**src/logic/board_io_pkg.sv**
```systemverilog
// ########################################
// Board I/O package with bus widths,
// GP word bit positions and SPI chip-select
// routing constants.
// ########################################

package board_io_pkg;

  // Exception lines, Bounds through Permit Access System Registers.
  localparam int unsigned CheriErrWidth = 9;

  // GP output and GP input word width.
  localparam int unsigned GpWidth = 32;

  // Bus and controller counts.
  localparam int unsigned NumI2c    = 2;
  localparam int unsigned NumSpi    = 5;
  localparam int unsigned SpiCsNum  = 4;
  localparam int unsigned NumUsrLed = 8;

  // GP output word fields.
  // Bit 0 was the old LCD chip select, now unused.
  localparam int unsigned GpLcdRstBit = 1;
  localparam int unsigned GpLcdDcBit  = 2;
  localparam int unsigned GpLcdBlBit  = 3;
  // User LEDs occupy bits 4 to 11.
  localparam int unsigned GpUsrLedLsb = 4;
  localparam int unsigned GpEthRstBit = 14;
  localparam int unsigned GpMbRstBit  = 22;

  // GP input word layout.
  // Low bits read as ones.
  localparam int unsigned GpInTiedOnes = 13;
  // microSD card detect, 0 when a card is present.
  localparam int unsigned GpInSdDetBit = 17;

  // Chip-select positions in the flat vector.
  // Controller c, line k sits at bit c*SpiCsNum+k.
  localparam int unsigned CsFlash   = 0;
  localparam int unsigned CsLcd     = 4;
  localparam int unsigned CsEth     = 8;
  // Controller 3 feeds the R-Pi SPI0 header, Arduino and microSD.
  localparam int unsigned CsRphCe0  = 12;
  localparam int unsigned CsRphCe1  = 13;
  localparam int unsigned CsArdIo10 = 14;
  localparam int unsigned CsSd      = 15;
  // Controller 4 feeds the R-Pi SPI1 header and mikroBUS.
  localparam int unsigned CsRph18   = 16;
  localparam int unsigned CsRph17   = 17;
  localparam int unsigned CsRph16   = 18;
  localparam int unsigned CsMb      = 19;

endpackage

```
**src/logic/board_io_top.sv**
```systemverilog
// ########################################
// Board I/O top level with the CHERI error
// monitor and the board pin map.
// ########################################

`timescale 1ns/1ns

module board_io_top
  import board_io_pkg::*;
(
  input  logic                       clk_i,
  input  logic                       rst_ni,

  // CHERI exception lines and record.
  input  logic [CheriErrWidth-1:0]   cheri_err_i,
  output logic [CheriErrWidth-1:0]   cheri_errored_o,
  output logic                       cheri_new_o,
  output logic [CheriErrWidth-1:0]   cheri_new_mask_o,

  // GP words and SPI chip selects.
  input  logic [GpWidth-1:0]         gp_o_word_i,
  output logic [GpWidth-1:0]         gp_i_word_o,
  input  logic [NumSpi*SpiCsNum-1:0] spi_cs_i,

  // I2C controller drive and device lines.
  input  logic [NumI2c-1:0]          i2c_scl_o_i,
  input  logic [NumI2c-1:0]          i2c_scl_oe_i,
  input  logic [NumI2c-1:0]          i2c_sda_o_i,
  input  logic [NumI2c-1:0]          i2c_sda_oe_i,
  input  logic [NumI2c-1:0]          i2c_scl_dev_i,
  input  logic [NumI2c-1:0]          i2c_sda_dev_i,
  output logic [NumI2c-1:0]          i2c_scl_pin_o,
  output logic [NumI2c-1:0]          i2c_sda_pin_o,
  output logic [NumI2c-1:0]          i2c_scl_in_o,
  output logic [NumI2c-1:0]          i2c_sda_in_o,

  // microSD card detect.
  input  logic                       sd_det_i,

  // Board controls.
  output logic                       lcd_rst_o,
  output logic                       lcd_dc_o,
  output logic                       lcd_backlight_o,
  output logic [NumUsrLed-1:0]       usr_led_o,
  output logic                       eth_rst_o,
  output logic                       mb_rst_o,

  // Chip-select pins.
  output logic                       flash_cs_o,
  output logic                       lcd_cs_o,
  output logic                       eth_cs_o,
  output logic                       rph_ce0_o,
  output logic                       rph_ce1_o,
  output logic                       ard_io10_o,
  output logic                       sd_cs_o,
  output logic                       rph_g18_o,
  output logic                       rph_g17_o,
  output logic                       rph_g16_o,
  output logic                       mb_cs_o
);

  // Registered exception record.
  cheri_err_monitor u_cheri_err_monitor (
    .clk_i            (clk_i),
    .rst_ni           (rst_ni),
    .cheri_err_i      (cheri_err_i),
    .cheri_errored_o  (cheri_errored_o),
    .cheri_new_o      (cheri_new_o),
    .cheri_new_mask_o (cheri_new_mask_o)
  );

  // Combinational pin glue, zero latency.
  board_pin_map u_board_pin_map (
    .gp_o_word_i     (gp_o_word_i),
    .spi_cs_i        (spi_cs_i),
    .i2c_scl_o_i     (i2c_scl_o_i),
    .i2c_scl_oe_i    (i2c_scl_oe_i),
    .i2c_sda_o_i     (i2c_sda_o_i),
    .i2c_sda_oe_i    (i2c_sda_oe_i),
    .i2c_scl_dev_i   (i2c_scl_dev_i),
    .i2c_sda_dev_i   (i2c_sda_dev_i),
    .sd_det_i        (sd_det_i),
    .gp_i_word_o     (gp_i_word_o),
    .i2c_scl_pin_o   (i2c_scl_pin_o),
    .i2c_sda_pin_o   (i2c_sda_pin_o),
    .i2c_scl_in_o    (i2c_scl_in_o),
    .i2c_sda_in_o    (i2c_sda_in_o),
    .lcd_rst_o       (lcd_rst_o),
    .lcd_dc_o        (lcd_dc_o),
    .lcd_backlight_o (lcd_backlight_o),
    .usr_led_o       (usr_led_o),
    .eth_rst_o       (eth_rst_o),
    .mb_rst_o        (mb_rst_o),
    .flash_cs_o      (flash_cs_o),
    .lcd_cs_o        (lcd_cs_o),
    .eth_cs_o        (eth_cs_o),
    .rph_ce0_o       (rph_ce0_o),
    .rph_ce1_o       (rph_ce1_o),
    .ard_io10_o      (ard_io10_o),
    .sd_cs_o         (sd_cs_o),
    .rph_g18_o       (rph_g18_o),
    .rph_g17_o       (rph_g17_o),
    .rph_g16_o       (rph_g16_o),
    .mb_cs_o         (mb_cs_o)
  );

endmodule

```
**src/logic/board_pin_map.sv**
```systemverilog
// ########################################
// Board pin map: I2C wired-AND, GP output
// field decode, GP input word build and
// SPI chip-select routing.
// ########################################

`timescale 1ns/1ns

module board_pin_map
  import board_io_pkg::*;
(
  // GP output word from the system.
  input  logic [GpWidth-1:0]         gp_o_word_i,
  // Flat chip selects of all SPI controllers.
  input  logic [NumSpi*SpiCsNum-1:0] spi_cs_i,

  // Controller I2C drive, one bit per bus.
  input  logic [NumI2c-1:0]          i2c_scl_o_i,
  input  logic [NumI2c-1:0]          i2c_scl_oe_i,
  input  logic [NumI2c-1:0]          i2c_sda_o_i,
  input  logic [NumI2c-1:0]          i2c_sda_oe_i,
  // Device-side line levels.
  input  logic [NumI2c-1:0]          i2c_scl_dev_i,
  input  logic [NumI2c-1:0]          i2c_sda_dev_i,

  // microSD card detect.
  input  logic                       sd_det_i,

  // GP input word back to the system.
  output logic [GpWidth-1:0]         gp_i_word_o,

  // Resolved I2C pins and controller read-back.
  output logic [NumI2c-1:0]          i2c_scl_pin_o,
  output logic [NumI2c-1:0]          i2c_sda_pin_o,
  output logic [NumI2c-1:0]          i2c_scl_in_o,
  output logic [NumI2c-1:0]          i2c_sda_in_o,

  // LCD and board controls.
  output logic                       lcd_rst_o,
  output logic                       lcd_dc_o,
  output logic                       lcd_backlight_o,
  output logic [NumUsrLed-1:0]       usr_led_o,
  output logic                       eth_rst_o,
  output logic                       mb_rst_o,

  // Chip-select pins.
  output logic                       flash_cs_o,
  output logic                       lcd_cs_o,
  output logic                       eth_cs_o,
  output logic                       rph_ce0_o,
  output logic                       rph_ce1_o,
  output logic                       ard_io10_o,
  output logic                       sd_cs_o,
  output logic                       rph_g18_o,
  output logic                       rph_g17_o,
  output logic                       rph_g16_o,
  output logic                       mb_cs_o
);

  // Open-drain buses, released lines float high.
  // The read-back sees whichever side pulls low.
  always_comb begin
    for (int unsigned b = 0; b < NumI2c; b++) begin
      i2c_scl_pin_o[b] = i2c_scl_oe_i[b] ? i2c_scl_o_i[b] : 1'b1;
      i2c_sda_pin_o[b] = i2c_sda_oe_i[b] ? i2c_sda_o_i[b] : 1'b1;
      i2c_scl_in_o[b]  = i2c_scl_pin_o[b] & i2c_scl_dev_i[b];
      i2c_sda_in_o[b]  = i2c_sda_pin_o[b] & i2c_sda_dev_i[b];
    end
  end

  // Named fields of the GP output word.
  assign lcd_rst_o       = gp_o_word_i[GpLcdRstBit];
  assign lcd_dc_o        = gp_o_word_i[GpLcdDcBit];
  assign lcd_backlight_o = gp_o_word_i[GpLcdBlBit];
  assign usr_led_o       = gp_o_word_i[GpUsrLedLsb +: NumUsrLed];
  assign eth_rst_o       = gp_o_word_i[GpEthRstBit];
  assign mb_rst_o        = gp_o_word_i[GpMbRstBit];

  // GP input word.
  always_comb begin
    // Unassigned bits read zero.
    gp_i_word_o = '0;
    // Tied-high low field.
    gp_i_word_o[GpInTiedOnes-1:0] = '1;
    gp_i_word_o[GpInSdDetBit] = sd_det_i;
  end

  // Controllers 0 to 2, line 0 only.
  assign flash_cs_o = spi_cs_i[CsFlash];
  assign lcd_cs_o   = spi_cs_i[CsLcd];
  assign eth_cs_o   = spi_cs_i[CsEth];

  // Controller 3.
  assign rph_ce0_o  = spi_cs_i[CsRphCe0];
  assign rph_ce1_o  = spi_cs_i[CsRphCe1];
  assign ard_io10_o = spi_cs_i[CsArdIo10];
  assign sd_cs_o    = spi_cs_i[CsSd];

  // Controller 4.
  assign rph_g18_o  = spi_cs_i[CsRph18];
  assign rph_g17_o  = spi_cs_i[CsRph17];
  assign rph_g16_o  = spi_cs_i[CsRph16];
  assign mb_cs_o    = spi_cs_i[CsMb];

endmodule

```
**src/logic/cheri_err_monitor.sv**
```systemverilog
// ########################################
// Sticky CHERI exception record with a
// one-cycle pulse and mask on first hits.
// ########################################

`timescale 1ns/1ns

module cheri_err_monitor
  import board_io_pkg::*;
(
  input  logic                     clk_i,
  input  logic                     rst_ni,

  // Exception lines, modulated since they also drive LEDs.
  input  logic [CheriErrWidth-1:0] cheri_err_i,

  // Every exception seen since reset.
  output logic [CheriErrWidth-1:0] cheri_errored_o,
  // First-occurrence pulse and the bits behind it.
  output logic                     cheri_new_o,
  output logic [CheriErrWidth-1:0] cheri_new_mask_o
);

  // Sticky record.
  logic [CheriErrWidth-1:0] errored_q;
  // Lines high now but not yet recorded.
  logic [CheriErrWidth-1:0] new_bits;
  // Registered pulse and mask.
  logic                     new_q;
  logic [CheriErrWidth-1:0] new_mask_q;

  // Only unrecorded lines count as new.
  assign new_bits = cheri_err_i & ~errored_q;

  always_ff @(posedge clk_i or negedge rst_ni) begin
    if (!rst_ni) begin
      errored_q  <= '0;
      new_q      <= 1'b0;
      new_mask_q <= '0;
    end else begin
      // Bits only ever get set here.
      errored_q  <= errored_q | cheri_err_i;
      // Pulse drops again on the next edge.
      // A repeat gives an empty set.
      new_q      <= |new_bits;
      new_mask_q <= new_bits;
    end
  end

  // Record and pulse appear one cycle after the sample.
  assign cheri_errored_o  = errored_q;
  assign cheri_new_o      = new_q;
  assign cheri_new_mask_o = new_mask_q;

endmodule

```
**config.mk**
```make
export PLATFORM = sky130hd
export DESIGN_NAME = board_io_top
export DESIGN_NICKNAME = d
export VERILOG_FILES = /design/src/logic/board_io_pkg.sv /design/src/logic/board_io_top.sv /design/src/logic/board_pin_map.sv /design/src/logic/cheri_err_monitor.sv
export SDC_FILE = /design/constraint.sdc
export NUM_CORES = 1
export LEC_CHECK = 0
export CAP_MARGIN = 15
export CORE_AREA = 2 2 62 64
export CTS_CLUSTER_DIAMETER = 150
export DETAILED_ROUTE_END_ITERATION = 7
export DIE_AREA = 0 0 64 66
export DONT_BUFFER_PORTS = 1
export GPL_TIMING_DRIVEN = 0
export PLACE_DENSITY = 0.55
export SLEW_MARGIN = 20
export SYNTH_ARGS = -nofsm -noshare
export SYNTH_HDL_FRONTEND = slang
export SYNTH_SLANG_ARGS = --single-unit
```
**constraint.sdc**
```tcl
create_clock -name clk_i -period 0.8 [get_ports clk_i]
set_input_delay 0.12 -clock clk_i [delete_from_list [all_inputs] [get_ports clk_i]]
set_output_delay 0.12 -clock clk_i [all_outputs]
set_load 0.03 [all_outputs]
```
==> results of run 1 <==
-- power by group --
| part | leakage, nW | switching, mW | internal [mW] |
|---|---|---|---|
| logic | 0.517 | 0.458 | 0.253 |
| clock network | 0.0177 | 0.267 | 0.186 |
| registers | 0.201 | 0.00000000000000858 | 0.959 |
-- how the worst min path moves through the flow --
stage	start	endpoint	slack, ns	depth (start not counted)
after detailed placement	rst_ni	u_cheri_err_monitor.cheri_new_mask_o[8]$_DFF_PN0_	-0.18	0
after CTS	rst_ni	u_cheri_err_monitor.cheri_new_o$_DFF_PN0_	0.37	1
after global routing	rst_ni	u_cheri_err_monitor.cheri_new_mask_o[8]$_DFF_PN0_	0.03	1
final	rst_ni	u_cheri_err_monitor.cheri_new_mask_o[8]$_DFF_PN0_	-0.02	1
after floorplan	rst_ni	u_cheri_err_monitor.cheri_errored_o[0]$_DFF_PN0_	-0.18	0
after global placement	rst_ni	u_cheri_err_monitor.cheri_new_mask_o[8]$_DFF_PN0_	-0.18	0
-- cells in the final DEF (no fill, tap or decap), drive strengths merged --
cell and instances:
nand2b 4, nor3 1, or2 9, and2 4, nor2 1, nor2b 9
clkinv 1, buf 56, clkbuf 3, conb 31, dlygate4sd3 9, dfrtp 19
dlymetal6s4s 1, nor4 1, nand3 1
-- critical path: cells and delay by family, from the launching register on --
kind	cells	cell delay, ns
simple gates	3	0.41
flops	1	0.50
-- routing by layer --
metal	vias up	share of wire (%)	GRT usage (%)
li1	326	-	-
met1	303	29	7.17
met2	68	55	14.3
met3	0	16	2.73
met4	0	0	3.26
met5	-	0	0
-- area by class of cell --
cell class | instances | area [um2] | share of cell area [%]
plain buffers | 56 | 420 | 28.3
clock buffers | 3 | 22.5 | 1.52
clock inverters | 1 | 5.00 | 0.337
multi-input cells | 61 | 375 | 25.3
flip-flops and latches | 19 | 498 | 33.6
well taps | 48 | 60.1 | 4.05
repair buffers | 10 | 103 | 6.91
-- repair_timing --
action | CTS | global route
hold endpoints to repair | 37 | 0
pin swaps | 1 | 1
hold buffers | 10 | 0
gates cloned | 0 | 0
endpoints found under the setup margin | 33 | 53
gates resized for setup | 14 | 6
-- flip-flops by register name (all words and copies together) (netlist names) --
register / cells
u_cheri_err_monitor.cheri_errored_o: 9
u_cheri_err_monitor.cheri_new_mask_o: 9
u_cheri_err_monitor.cheri_new_o: 1
-- logic make-up (layout without fill, tap and decap cells) --
family                 Yosys count  after routing  share of synthesized area (%)
buffers and inverters           56             70                           38.0
AND/OR/NAND/NOR                 30             30                           18.4
other                            2             31                          0.678
flip-flops                      19             19                           42.9
-- per-stage QoR --
step	std cells	instance area, um2
floorplan	136	1260
global placement	184	1320
detailed placement	184	1320
CTS	198	1470
global route	198	1480
finish	198	1480
==> impl_results.md, run 1 <==
* Status: complete, but fails checks
* Violated checks: hold timing, setup timing
* Post-synth EDFFs at 0
* Ranking of synthesized cells by area: dfrtp_1, buf_4, or2_2, nor2b_1, nor2b_4
* Crit-path cells: nor2b_4, nor4_2, nand3_1
* # Post-CTS Setup Buffers at 0
* Setup tns final at -2.62 ns
* Wire length per cell at 10.2 um
* DRC viols at 0
* Diodes inserted at 0
* RSZ-0062 raised after global routing: yes
* Ys flop type: dfrtp_1
* 1st-pass router iterations at 4
* HPWL Detailed at 1.76 mm
* IO buf count at 0
* Clk_skew at 0.00689 ns
* Hold Crit Class: in -> async
* Max transition margin at 45.6%
* Hold_ws at -0.0167 ns
* Total power at 2.12 mW
* Starting Density at 31.2%
* Slew Limit Fails at 0
* Worst-case reg-to-reg path depth at 3
* Die Wd at 64 um
* Setup ws final at -0.233 ns
* Die Span Y at 66 um
* Antenna Violating Nets Remaining at 0
* DRT Wirelength at 2.02 mm
* Remaining global-route overflow at 0
* Asr flop ratio synth at 100%
* P_leak at 0.736 nW
* Final min period at 1.03 ns
* Worst R2R Start: u_cheri_err_monitor.cheri_errored_o[8]$_DFF_PN0_
* Final Setup Violations at 29
* Commonest cells in the netlist: buf_4, dfrtp_1, or2_2, nor2b_1
* Setup crit end kind: register
* Worst Path Max Fanout at 3
* Crit Reg-Reg Endpoint: u_cheri_err_monitor.cheri_new_o$_DFF_PN0_
* Clk sink count at 19
* Synth Register Bits at 19
* Vias at 697
* IO Pins at 159
* Area Overhead vs Synth at 34.0%
* Root Driver: clkbuf_4
* H-tree Lvls at 1
* Worst EP required at 0.97 ns
* NumNets Final at 227
* Max Root-Sink Buffers at 2
* Core footprint at 3550 um2
* Fmax at 0.968 GHz
* Ys Warns at 0
* Post-synth top area share at 42.9%
* Vias in the first global route at 574
* Layout cells sized above 1 at 68.7%
* First-pass GRT wire length at 2.50 mm
* Final Wtd Congestion at 0.622
* Post-Synthesis Cells at 107
* Most frequent cell after synthesis: buf_4
* Die area at 4220 um2
* Distinct cells, synth at 12
* Fin util at 41.8%
* Initial antenna violation count at 0
* DR iter-0 viols at 40
* Max Cap Viol at 0
* DP Worst Slack at -0.240 ns
* Vias/cell at 3.52
* Clk_lat worst skew at 0.29 ns
* Slowest CP cell: dfrtp_2
* Post-synthesis sequential area ratio at 42.9%
* CTS tree: yes
* Clk pin slew, worst setup/hold paths at 0.10 ns
* Synth area leader: dfrtp_1
* Power Density at 1430 nW/um2
* Tot GR Track Use at 7.51%
* Row count at 22
* Crit path capture: u_cheri_err_monitor.cheri_new_o$_DFF_PN0_
* Fillers at 328
* Cell Area, Synth at 1110 um2
* Worst Path Arrival at 1.21 ns
* Mean Syn Cell Area at 10.3 um2
* Crit. Startpoint: u_cheri_err_monitor.cheri_errored_o[8]$_DFF_PN0_
* CTS buffer count at 3
* WS Path Type: reg -> reg
* Max IR drop VDD at 0.509 mV
* Slew @ Worst Pin at 0.816 ns
* Fin. Hold Viols at 19
* Fin crit share at 129%
* Reg2reg setup slack at -0.23 ns
* Setup crit start kind: register
* Largest net degree at the start of global routing at 20
* CP peak stage delay at 0.50 ns
No activity file was read; power rests on OpenSTA's default activity.
==> run 2, diff against run 1 <==
--- a/config.mk
+++ b/config.mk
@@ -6,13 +6,14 @@
 export NUM_CORES = 1
 export LEC_CHECK = 0
 export CAP_MARGIN = 15
-export CORE_AREA = 2 2 62 64
+export CORE_AREA = 2 2 61 63
 export CTS_CLUSTER_DIAMETER = 150
 export DETAILED_ROUTE_END_ITERATION = 7
-export DIE_AREA = 0 0 64 66
+export DIE_AREA = 0 0 63 65
 export DONT_BUFFER_PORTS = 1
 export GPL_TIMING_DRIVEN = 0
-export PLACE_DENSITY = 0.55
+export MAX_ROUTING_LAYER = met4
+export PLACE_DENSITY = 0.54
 export SLEW_MARGIN = 20
 export SYNTH_ARGS = -nofsm -noshare
 export SYNTH_HDL_FRONTEND = slang
==> constraint.sdc (replaced) <==
create_clock -name clk_i -period 1.3 [get_ports clk_i]
set_input_delay 0.195 -clock clk_i [delete_from_list [all_inputs] [get_ports clk_i]]
set_output_delay 0.195 -clock clk_i [all_outputs]
set_load 0.03 [all_outputs]
==> run 2 against run 1 <==
  * Via count grew 1.0%
  * The run now ends clean
  * Global-route usage increased by 1.3 points
  * Routed wire length rose by 8.0%
  * Sequential power fell by 38%
  * Non-clock buffer count stayed put
  * Clock skew shrank 0.00061 ns
  * Maximum frequency decreased by 11%
  * Worst setup slack better by 0.37 ns
==> impl_results.md, run 2 (synthesized netlist as in run 1, its figures left out) <==
* Worst Path Arrival at 1.34 ns (+0.13 ns)
* Status: complete, no violations
* Cell family with most CP delay: flip-flops
* Slew @ Worst Pin at 0.841 ns (+0.0254 ns)
* CTS tree: yes
* Area Overhead vs Synth at 26.7%
* Die Wd at 63 um (-1.6%)
* Power Density at 926 nW/um2 (-35%)
* Root Driver: clkbuf_4
* WS Path Type: reg -> reg
* Tot GR Track Use at 8.81% (+1.3 points)
* Reg2reg setup slack at 0.13 ns (+0.37 ns)
* Largest net degree at the start of global routing at 20 (unchanged)
* Antenna Violating Nets Remaining at 0 (unchanged)
* CP Depth at 3 (unchanged)
* Worst Path Max Fanout at 3 (unchanged)
* Hold Path Origin: cheri_err_i[0]
* Post-CTS Resized at 0 (-14)
* WHS Path Cells at 1
* Fin. Hold Viols at 0 (-19)
* Max transition margin at 43.7% (-1.9 points)
* Vias at 704 (+1.0%)
* Vias in the first global route at 625 (+8.9%)
* Clk sink count at 19 (unchanged)
* Share of total power in sequential cells at 45.5% (+0.3 points)
* Initial antenna violation count at 0 (unchanged)
* Worst EP required at 1.48 ns (+0.51 ns)
* Fmax at 0.857 GHz (-11%)
* Clk_skew at 0.00627 ns (-0.000612 ns)
* P_leak at 0.712 nW (-3.2%)
* Storage cell area at 475 um2 (-4.5%)
* DRT Wirelength at 2.18 mm (+8.0%)
* Diodes inserted at 0 (unchanged)
* Logic pwr share at 32.7% (-0.8 points)
* RSZ-0062 raised after global routing: no
* Area of the multi-input gates at 320 um2 (-15%)
* 1st-pass router iterations at 2 (-2)
* Crit-path cells: nor2b_4, nor4_2, nand3_1
* Cts-stage hold buffer count at 3 (-7)
* P_sw at 0.443 mW (-39%)
* Worst-case reg-to-reg path depth at 3 (unchanged)
* Row count at 22 (unchanged)
* Fin util at 40.1% (-1.7 points)
* Crit Reg-Reg Endpoint: u_cheri_err_monitor.cheri_new_o$_DFF_PN0_
* Most common cell after layout, fill and taps aside: buf_4
* Max Cap Viol at 0 (unchanged)
* IO buf count at 0 (unchanged)
* CP bufs+invs at 0 (unchanged)
* Core footprint at 3500 um2 (-1.6%)
* Setup crit end kind: register
* Fin crit share at 89.8% (-39 points)
* Setup tns final at 0 ns (+2.62 ns)
* Max IR drop VDD at 0.338 mV (-34%)
* Fillers at 368 (+12%)
* Internal at 0.855 mW (-39%)
* CP peak stage delay at 0.60 ns (+0.10 ns)
* Clock Power Share at 21.8% (+0.5 points)
* H-tree Lvls at 1 (unchanged)
* Worst R2R Start: u_cheri_err_monitor.cheri_errored_o[0]$_DFF_PN0_
* Sw frac at 34.1% (about the same)
* DRC viols at 0 (unchanged)
* NumNets Final at 227 (unchanged)
* Clk_lat worst skew at 0.29 ns (about the same)
* Wire length per cell at 11.0 um (+8.0%)
* DR iter-0 viols at 24 (-40%)
* Slew Limit Fails at 0 (unchanged)
* Most frequent cells in the layout: buf_4, conb_1, dfrtp_1
* Die Span Y at 65 um (-1.5%)
* # Post-CTS Setup Buffers at 0 (unchanged)
* Max Root-Sink Buffers at 2 (unchanged)
* Final Wtd Congestion at 0.683 (+9.8%)
* Layout cells sized above 1 at 47.3% (-21 points)
* First-pass GRT wire length at 2.73 mm (+9.1%)
* Vias/cell at 3.56 (+1.0%)
* Starting Density at 31.7% (+0.49 points)
* CTS buffer count at 3 (unchanged)
* Die area at 4100 um2 (-3.1%)
* Final min period at 1.17 ns (+0.134 ns)
* Hold Crit Class: in -> reg
* HPWL Detailed at 1.76 mm (+0.31%)
* IO Pins at 159 (unchanged)
* Slowest CP cell: dfrtp_1
* Setup crit start kind: register
* Remaining global-route overflow at 0 (unchanged)
* Hold Path Sink: u_cheri_err_monitor.cheri_new_mask_o[0]$_DFF_PN0_
* Clk pin slew, worst setup/hold paths at 0.10 ns (about the same)
* Final Setup Violations at 0 (-100%)
## run 2: power by group through the flow
stage / combinational, mW / clock (mW) / sequential (mW)
floorplan: 0.379 / 0 / 0.602
global placement: 0.388 / 0 / 0.602
detailed placement: 0.387 / 0 / 0.602
CTS: 0.405 / 0.296 / 0.591
global route: 0.444 / 0.331 / 0.591
finish: 0.425 / 0.283 / 0.591
## run 2: area by class of cell
type                            count  area share, %
Multi-Input combinational cell     61           22.8
Sequential cell                    19           33.9
Buffer                             56           30.0
Tap cell                           48           4.28
Clock buffer                        4           1.87
Timing Repair Buffer               10           7.14
## run 2: worst max path at each step
stage                                                startpoint                                         to  slack, ns
2_1_floorplan  u_cheri_err_monitor.cheri_errored_o[0]$_DFF_PN0_  u_cheri_err_monitor.cheri_new_o$_DFF_PN0_       0.23
3_3_place_gp   u_cheri_err_monitor.cheri_errored_o[0]$_DFF_PN0_  u_cheri_err_monitor.cheri_new_o$_DFF_PN0_       0.13
3_5_place_dp   u_cheri_err_monitor.cheri_errored_o[0]$_DFF_PN0_  u_cheri_err_monitor.cheri_new_o$_DFF_PN0_       0.12
4_1_cts        u_cheri_err_monitor.cheri_errored_o[0]$_DFF_PN0_  u_cheri_err_monitor.cheri_new_o$_DFF_PN0_       0.11
5_1_grt        u_cheri_err_monitor.cheri_errored_o[0]$_DFF_PN0_  u_cheri_err_monitor.cheri_new_o$_DFF_PN0_       0.02
6_report       u_cheri_err_monitor.cheri_errored_o[0]$_DFF_PN0_  u_cheri_err_monitor.cheri_new_o$_DFF_PN0_       0.13
## run 2: metal layers
| metal | vias to the layer above | GRT usage [%] | wire length, um |
|---|---|---|---|
| met5 | - | - | 0 |
| met4 | 0 | 5.83 | 35 |
| met3 | 4 | 2.78 | 287 |
| met2 | 73 | 14.2 | 1180 |
| met1 | 302 | 9.31 | 672 |
| li1 | 325 | - | - |
## run 2: metrics by stage
stage / total power [mW] / setup WS (ns) / cells / area (um2) / hold slack (ns)
after floorplan: 0.981 / 0.227 / 136 / 1220 / -0.101
after global placement: 0.990 / 0.132 / 184 / 1280 / -0.100
after detailed placement: 0.989 / 0.117 / 184 / 1280 / -0.100
after CTS: 1.29 / 0.105 / 191 / 1330 / 0.000730
after global routing: 1.37 / 0.0247 / 198 / 1400 / 0.0174
final: 1.30 / 0.133 / 198 / 1400 / 0.0486
==> run 3, diff against run 2 <==
--- a/config.mk
+++ b/config.mk
@@ -6,14 +6,14 @@
 export NUM_CORES = 1
 export LEC_CHECK = 0
 export CAP_MARGIN = 15
-export CORE_AREA = 2 2 61 63
+export CORE_AREA = 2 2 62 64
 export CTS_CLUSTER_DIAMETER = 150
 export DETAILED_ROUTE_END_ITERATION = 7
-export DIE_AREA = 0 0 63 65
+export DIE_AREA = 0 0 64 66
 export DONT_BUFFER_PORTS = 1
 export GPL_TIMING_DRIVEN = 0
 export MAX_ROUTING_LAYER = met4
-export PLACE_DENSITY = 0.54
+export PLACE_DENSITY = 0.55
 export SLEW_MARGIN = 20
 export SYNTH_ARGS = -nofsm -noshare
 export SYNTH_HDL_FRONTEND = slang
==> constraint.sdc (replaced) <==
create_clock -name clk_i -period 1.05 [get_ports clk_i]
set_input_delay 0.1575 -clock clk_i [delete_from_list [all_inputs] [get_ports clk_i]]
set_output_delay 0.1575 -clock clk_i [all_outputs]
set_load 0.01 [all_outputs]
==> run 3 against run 2 <==
  * The run now ends with hold timing left
  * Clock power is 24% higher
  * Worst hold slack lost 0.078 ns
  * Die area rose by 3.2%
  * Total power grew 7.8%
  * Sequential power rose by 24%
  * Worst setup slack worse by 0.068 ns
  * Critical path depth unchanged
  * Register-to-register slack lost 0.07 ns
  * Largest power group unchanged
  * Highest routed layer unchanged
==> impl_results.md, run 3 (synthesized netlist as in run 1, its figures left out) <==
* Area Overhead vs Synth at 26.9%
* Initial antenna violation count at 0 (unchanged)
* Power Density at 996 nW/um2 (+7.6%)
* P_leak at 0.726 nW (+2.0%)
* CP peak stage delay at 0.43 ns (-0.17 ns)
* Crit-path cells: nor2b_4, nor4_2, nand3_1
* Die Wd at 64 um (+1.6%)
* Area after DPL at 1280 um2 (unchanged)
* Antenna Violating Nets Remaining at 0 (unchanged)
* Wire length per cell at 10.1 um (-8.1%)
* Fmax at 1.02 GHz (+18%)
* Layout cells sized above 1 at 49.7% (+2.3 points)
* Share of total power in sequential cells at 52.2% (+6.7 points)
* HPWL Detailed at 1.72 mm (-2.5%)
* Most common cell after layout, fill and taps aside: buf_4
* Cts-stage hold buffer count at 9 (+6)
* Max IR drop VDD at 0.407 mV (+20%)
* CTS buffer count at 3 (unchanged)
* Max Cap Viol at 0 (unchanged)
* Vias in the first global route at 619 (-0.96%)
* Clk pin slew, worst setup/hold paths at 0.09 ns (about the same)
* CP bufs+invs at 0 (unchanged)
* Clk_lat worst skew at 0.29 ns (about the same)
* Setup crit end kind: register
* Final Setup Violations at 0 (unchanged)
* Slew @ Worst Pin at 0.810 ns (-0.0314 ns)
* 1st-pass router iterations at 2 (unchanged)
* RSZ-0062 raised after global routing: no
* Worst-case reg-to-reg path depth at 3 (unchanged)
* Setup tns final at 0 ns (unchanged)
* WS Path Type: reg -> reg
* First-pass GRT wire length at 2.68 mm (-1.8%)
* WHS Path Cells at 1 (unchanged)
* Die Span Y at 66 um (+1.5%)
* P_sw at 0.348 mW (-22%)
* Final min period at 0.985 ns (-0.182 ns)
* Worst EP required at 1.22 ns (-0.26 ns)
* CP Depth at 3 (unchanged)
* Most frequent cells in the layout: buf_4, conb_1, dfrtp_1
* DRC viols at 0 (unchanged)
* Worst Path Max Fanout at 3 (unchanged)
* Setup crit start kind: register
* Starting Density at 31.2% (-0.49 points)
* CTS tree: yes
* Root Driver: clkbuf_4
* IO Pins at 159 (unchanged)
* H-tree Lvls at 1 (unchanged)
* Tot GR Track Use at 8.33% (-0.48 points)
* Hold Crit Class: in -> reg
* Vias/cell at 3.50 (-1.6%)
* Fin. Hold Viols at 1 (+1)
* Clk_skew at 0.00224 ns (-0.00404 ns)
* Clock Power Share at 25.2% (+3.4 points)
* Slew Limit Fails at 0 (unchanged)
* Worst Path Arrival at 1.16 ns (-0.18 ns)
* Cell area after layout at 1410 um2 (+0.18%)
* IO buf count at 0 (unchanged)
* Status: complete, but fails checks
* Total power at 1.40 mW (+7.8%)
* Clk sink count at 19 (unchanged)
* Fin crit share at 93.8% (+4.0 points)
* Internal at 1.05 mW (+23%)
* Violated checks: hold timing
* DR iter-0 viols at 15 (-38%)
* Max Root-Sink Buffers at 2 (unchanged)
* Final Wtd Congestion at 0.660 (-3.3%)
* Logic pwr share at 22.6% (-10 points)
* Cell family with most CP delay: simple AND/OR/NAND/NOR gates
* Row count at 22 (unchanged)
* Largest net degree at the start of global routing at 20 (unchanged)
* Core footprint at 3550 um2 (+1.6%)
* Hold_ws at -0.0296 ns (-0.0782 ns)
* Diodes inserted at 0 (unchanged)
* Die area at 4220 um2 (+3.2%)
* Vias at 689 (-2.1%)
* Slowest CP cell: dfrtp_2
* # Post-CTS Setup Buffers at 0 (unchanged)
* NumNets Final at 226 (-0.44%)
* Remaining global-route overflow at 0 (unchanged)
* Max transition margin at 46.0% (+2.3 points)
* Sw frac at 24.9% (-9.3 points)
* DRT Wirelength at 1.99 mm (-8.5%)
run 3: cell count changes in the layout (fill, tap and decap cells not counted):
cell / delta
dlymetal6s4s_1: +2
dlygate4sd3_1: -3
nor3_1: -1
nor3_2: +1
dfrtp_2: +2
dfrtp_1: -2
run 3: worst paths after layout:
path,slack (ns),endpoint,startpoint
worst max register to register,0.06,u_cheri_err_monitor.cheri_new_o$_DFF_PN0_,u_cheri_err_monitor.cheri_errored_o[8]$_DFF_PN0_
min in group asynchronous,0.02,u_cheri_err_monitor.cheri_new_mask_o[6]$_DFF_PN0_,rst_ni
max in group asynchronous,0.48,u_cheri_err_monitor.cheri_errored_o[0]$_DFF_PN0_,rst_ni
worst max-delay path,0.06,u_cheri_err_monitor.cheri_new_o$_DFF_PN0_,u_cheri_err_monitor.cheri_errored_o[8]$_DFF_PN0_
worst min register to register,0.52,u_cheri_err_monitor.cheri_new_mask_o[8]$_DFF_PN0_,u_cheri_err_monitor.cheri_errored_o[8]$_DFF_PN0_
worst min-delay path,-0.03,u_cheri_err_monitor.cheri_errored_o[0]$_DFF_PN0_,cheri_err_i[0]
run 3: cell type report:
cell class	instances	area (um2)
plain buffers	56	420
fillers	358	2150
repair buffers	9	95.1
well taps	48	60.1
clock buffers	4	26.3
flip-flops and latches	19	478
multi-input cells	61	325
run 3: what timing repair did:
item,in CTS,in global routing
hold endpoints to repair,30,2
resized for setup,1,4
setup endpoints to repair,1,2
pin swaps,0,2
run 3: stage by stage:
| step | setup WS [ns] | util (%) | cells |
|---|---|---|---|
| global route | 0.0192 | 39.6 | 197 |
| global placement | 0.0252 | 35.9 | 184 |
| CTS | 0.000721 | 39.3 | 197 |
| detailed placement | 0.000952 | 35.9 | 184 |
| floorplan | 0.115 | - | 136 |
| finish | 0.0648 | 39.6 | 197 |
run 3: metal layers:
layer,track usage [%],routed length [um]
met5,-,0
met4,4.08,32
met3,2.73,306
met2,16.0,1090
met1,7.23,560
run 3: power groups by stage:
stage	Clock, mW	Combinational (mW)	Sequential, mW
final	0.352	0.316	0.731
after global placement	0	0.274	0.746
after floorplan	0	0.262	0.746
after detailed placement	0	0.272	0.746
after CTS	0.371	0.313	0.731
after global routing	0.398	0.343	0.731
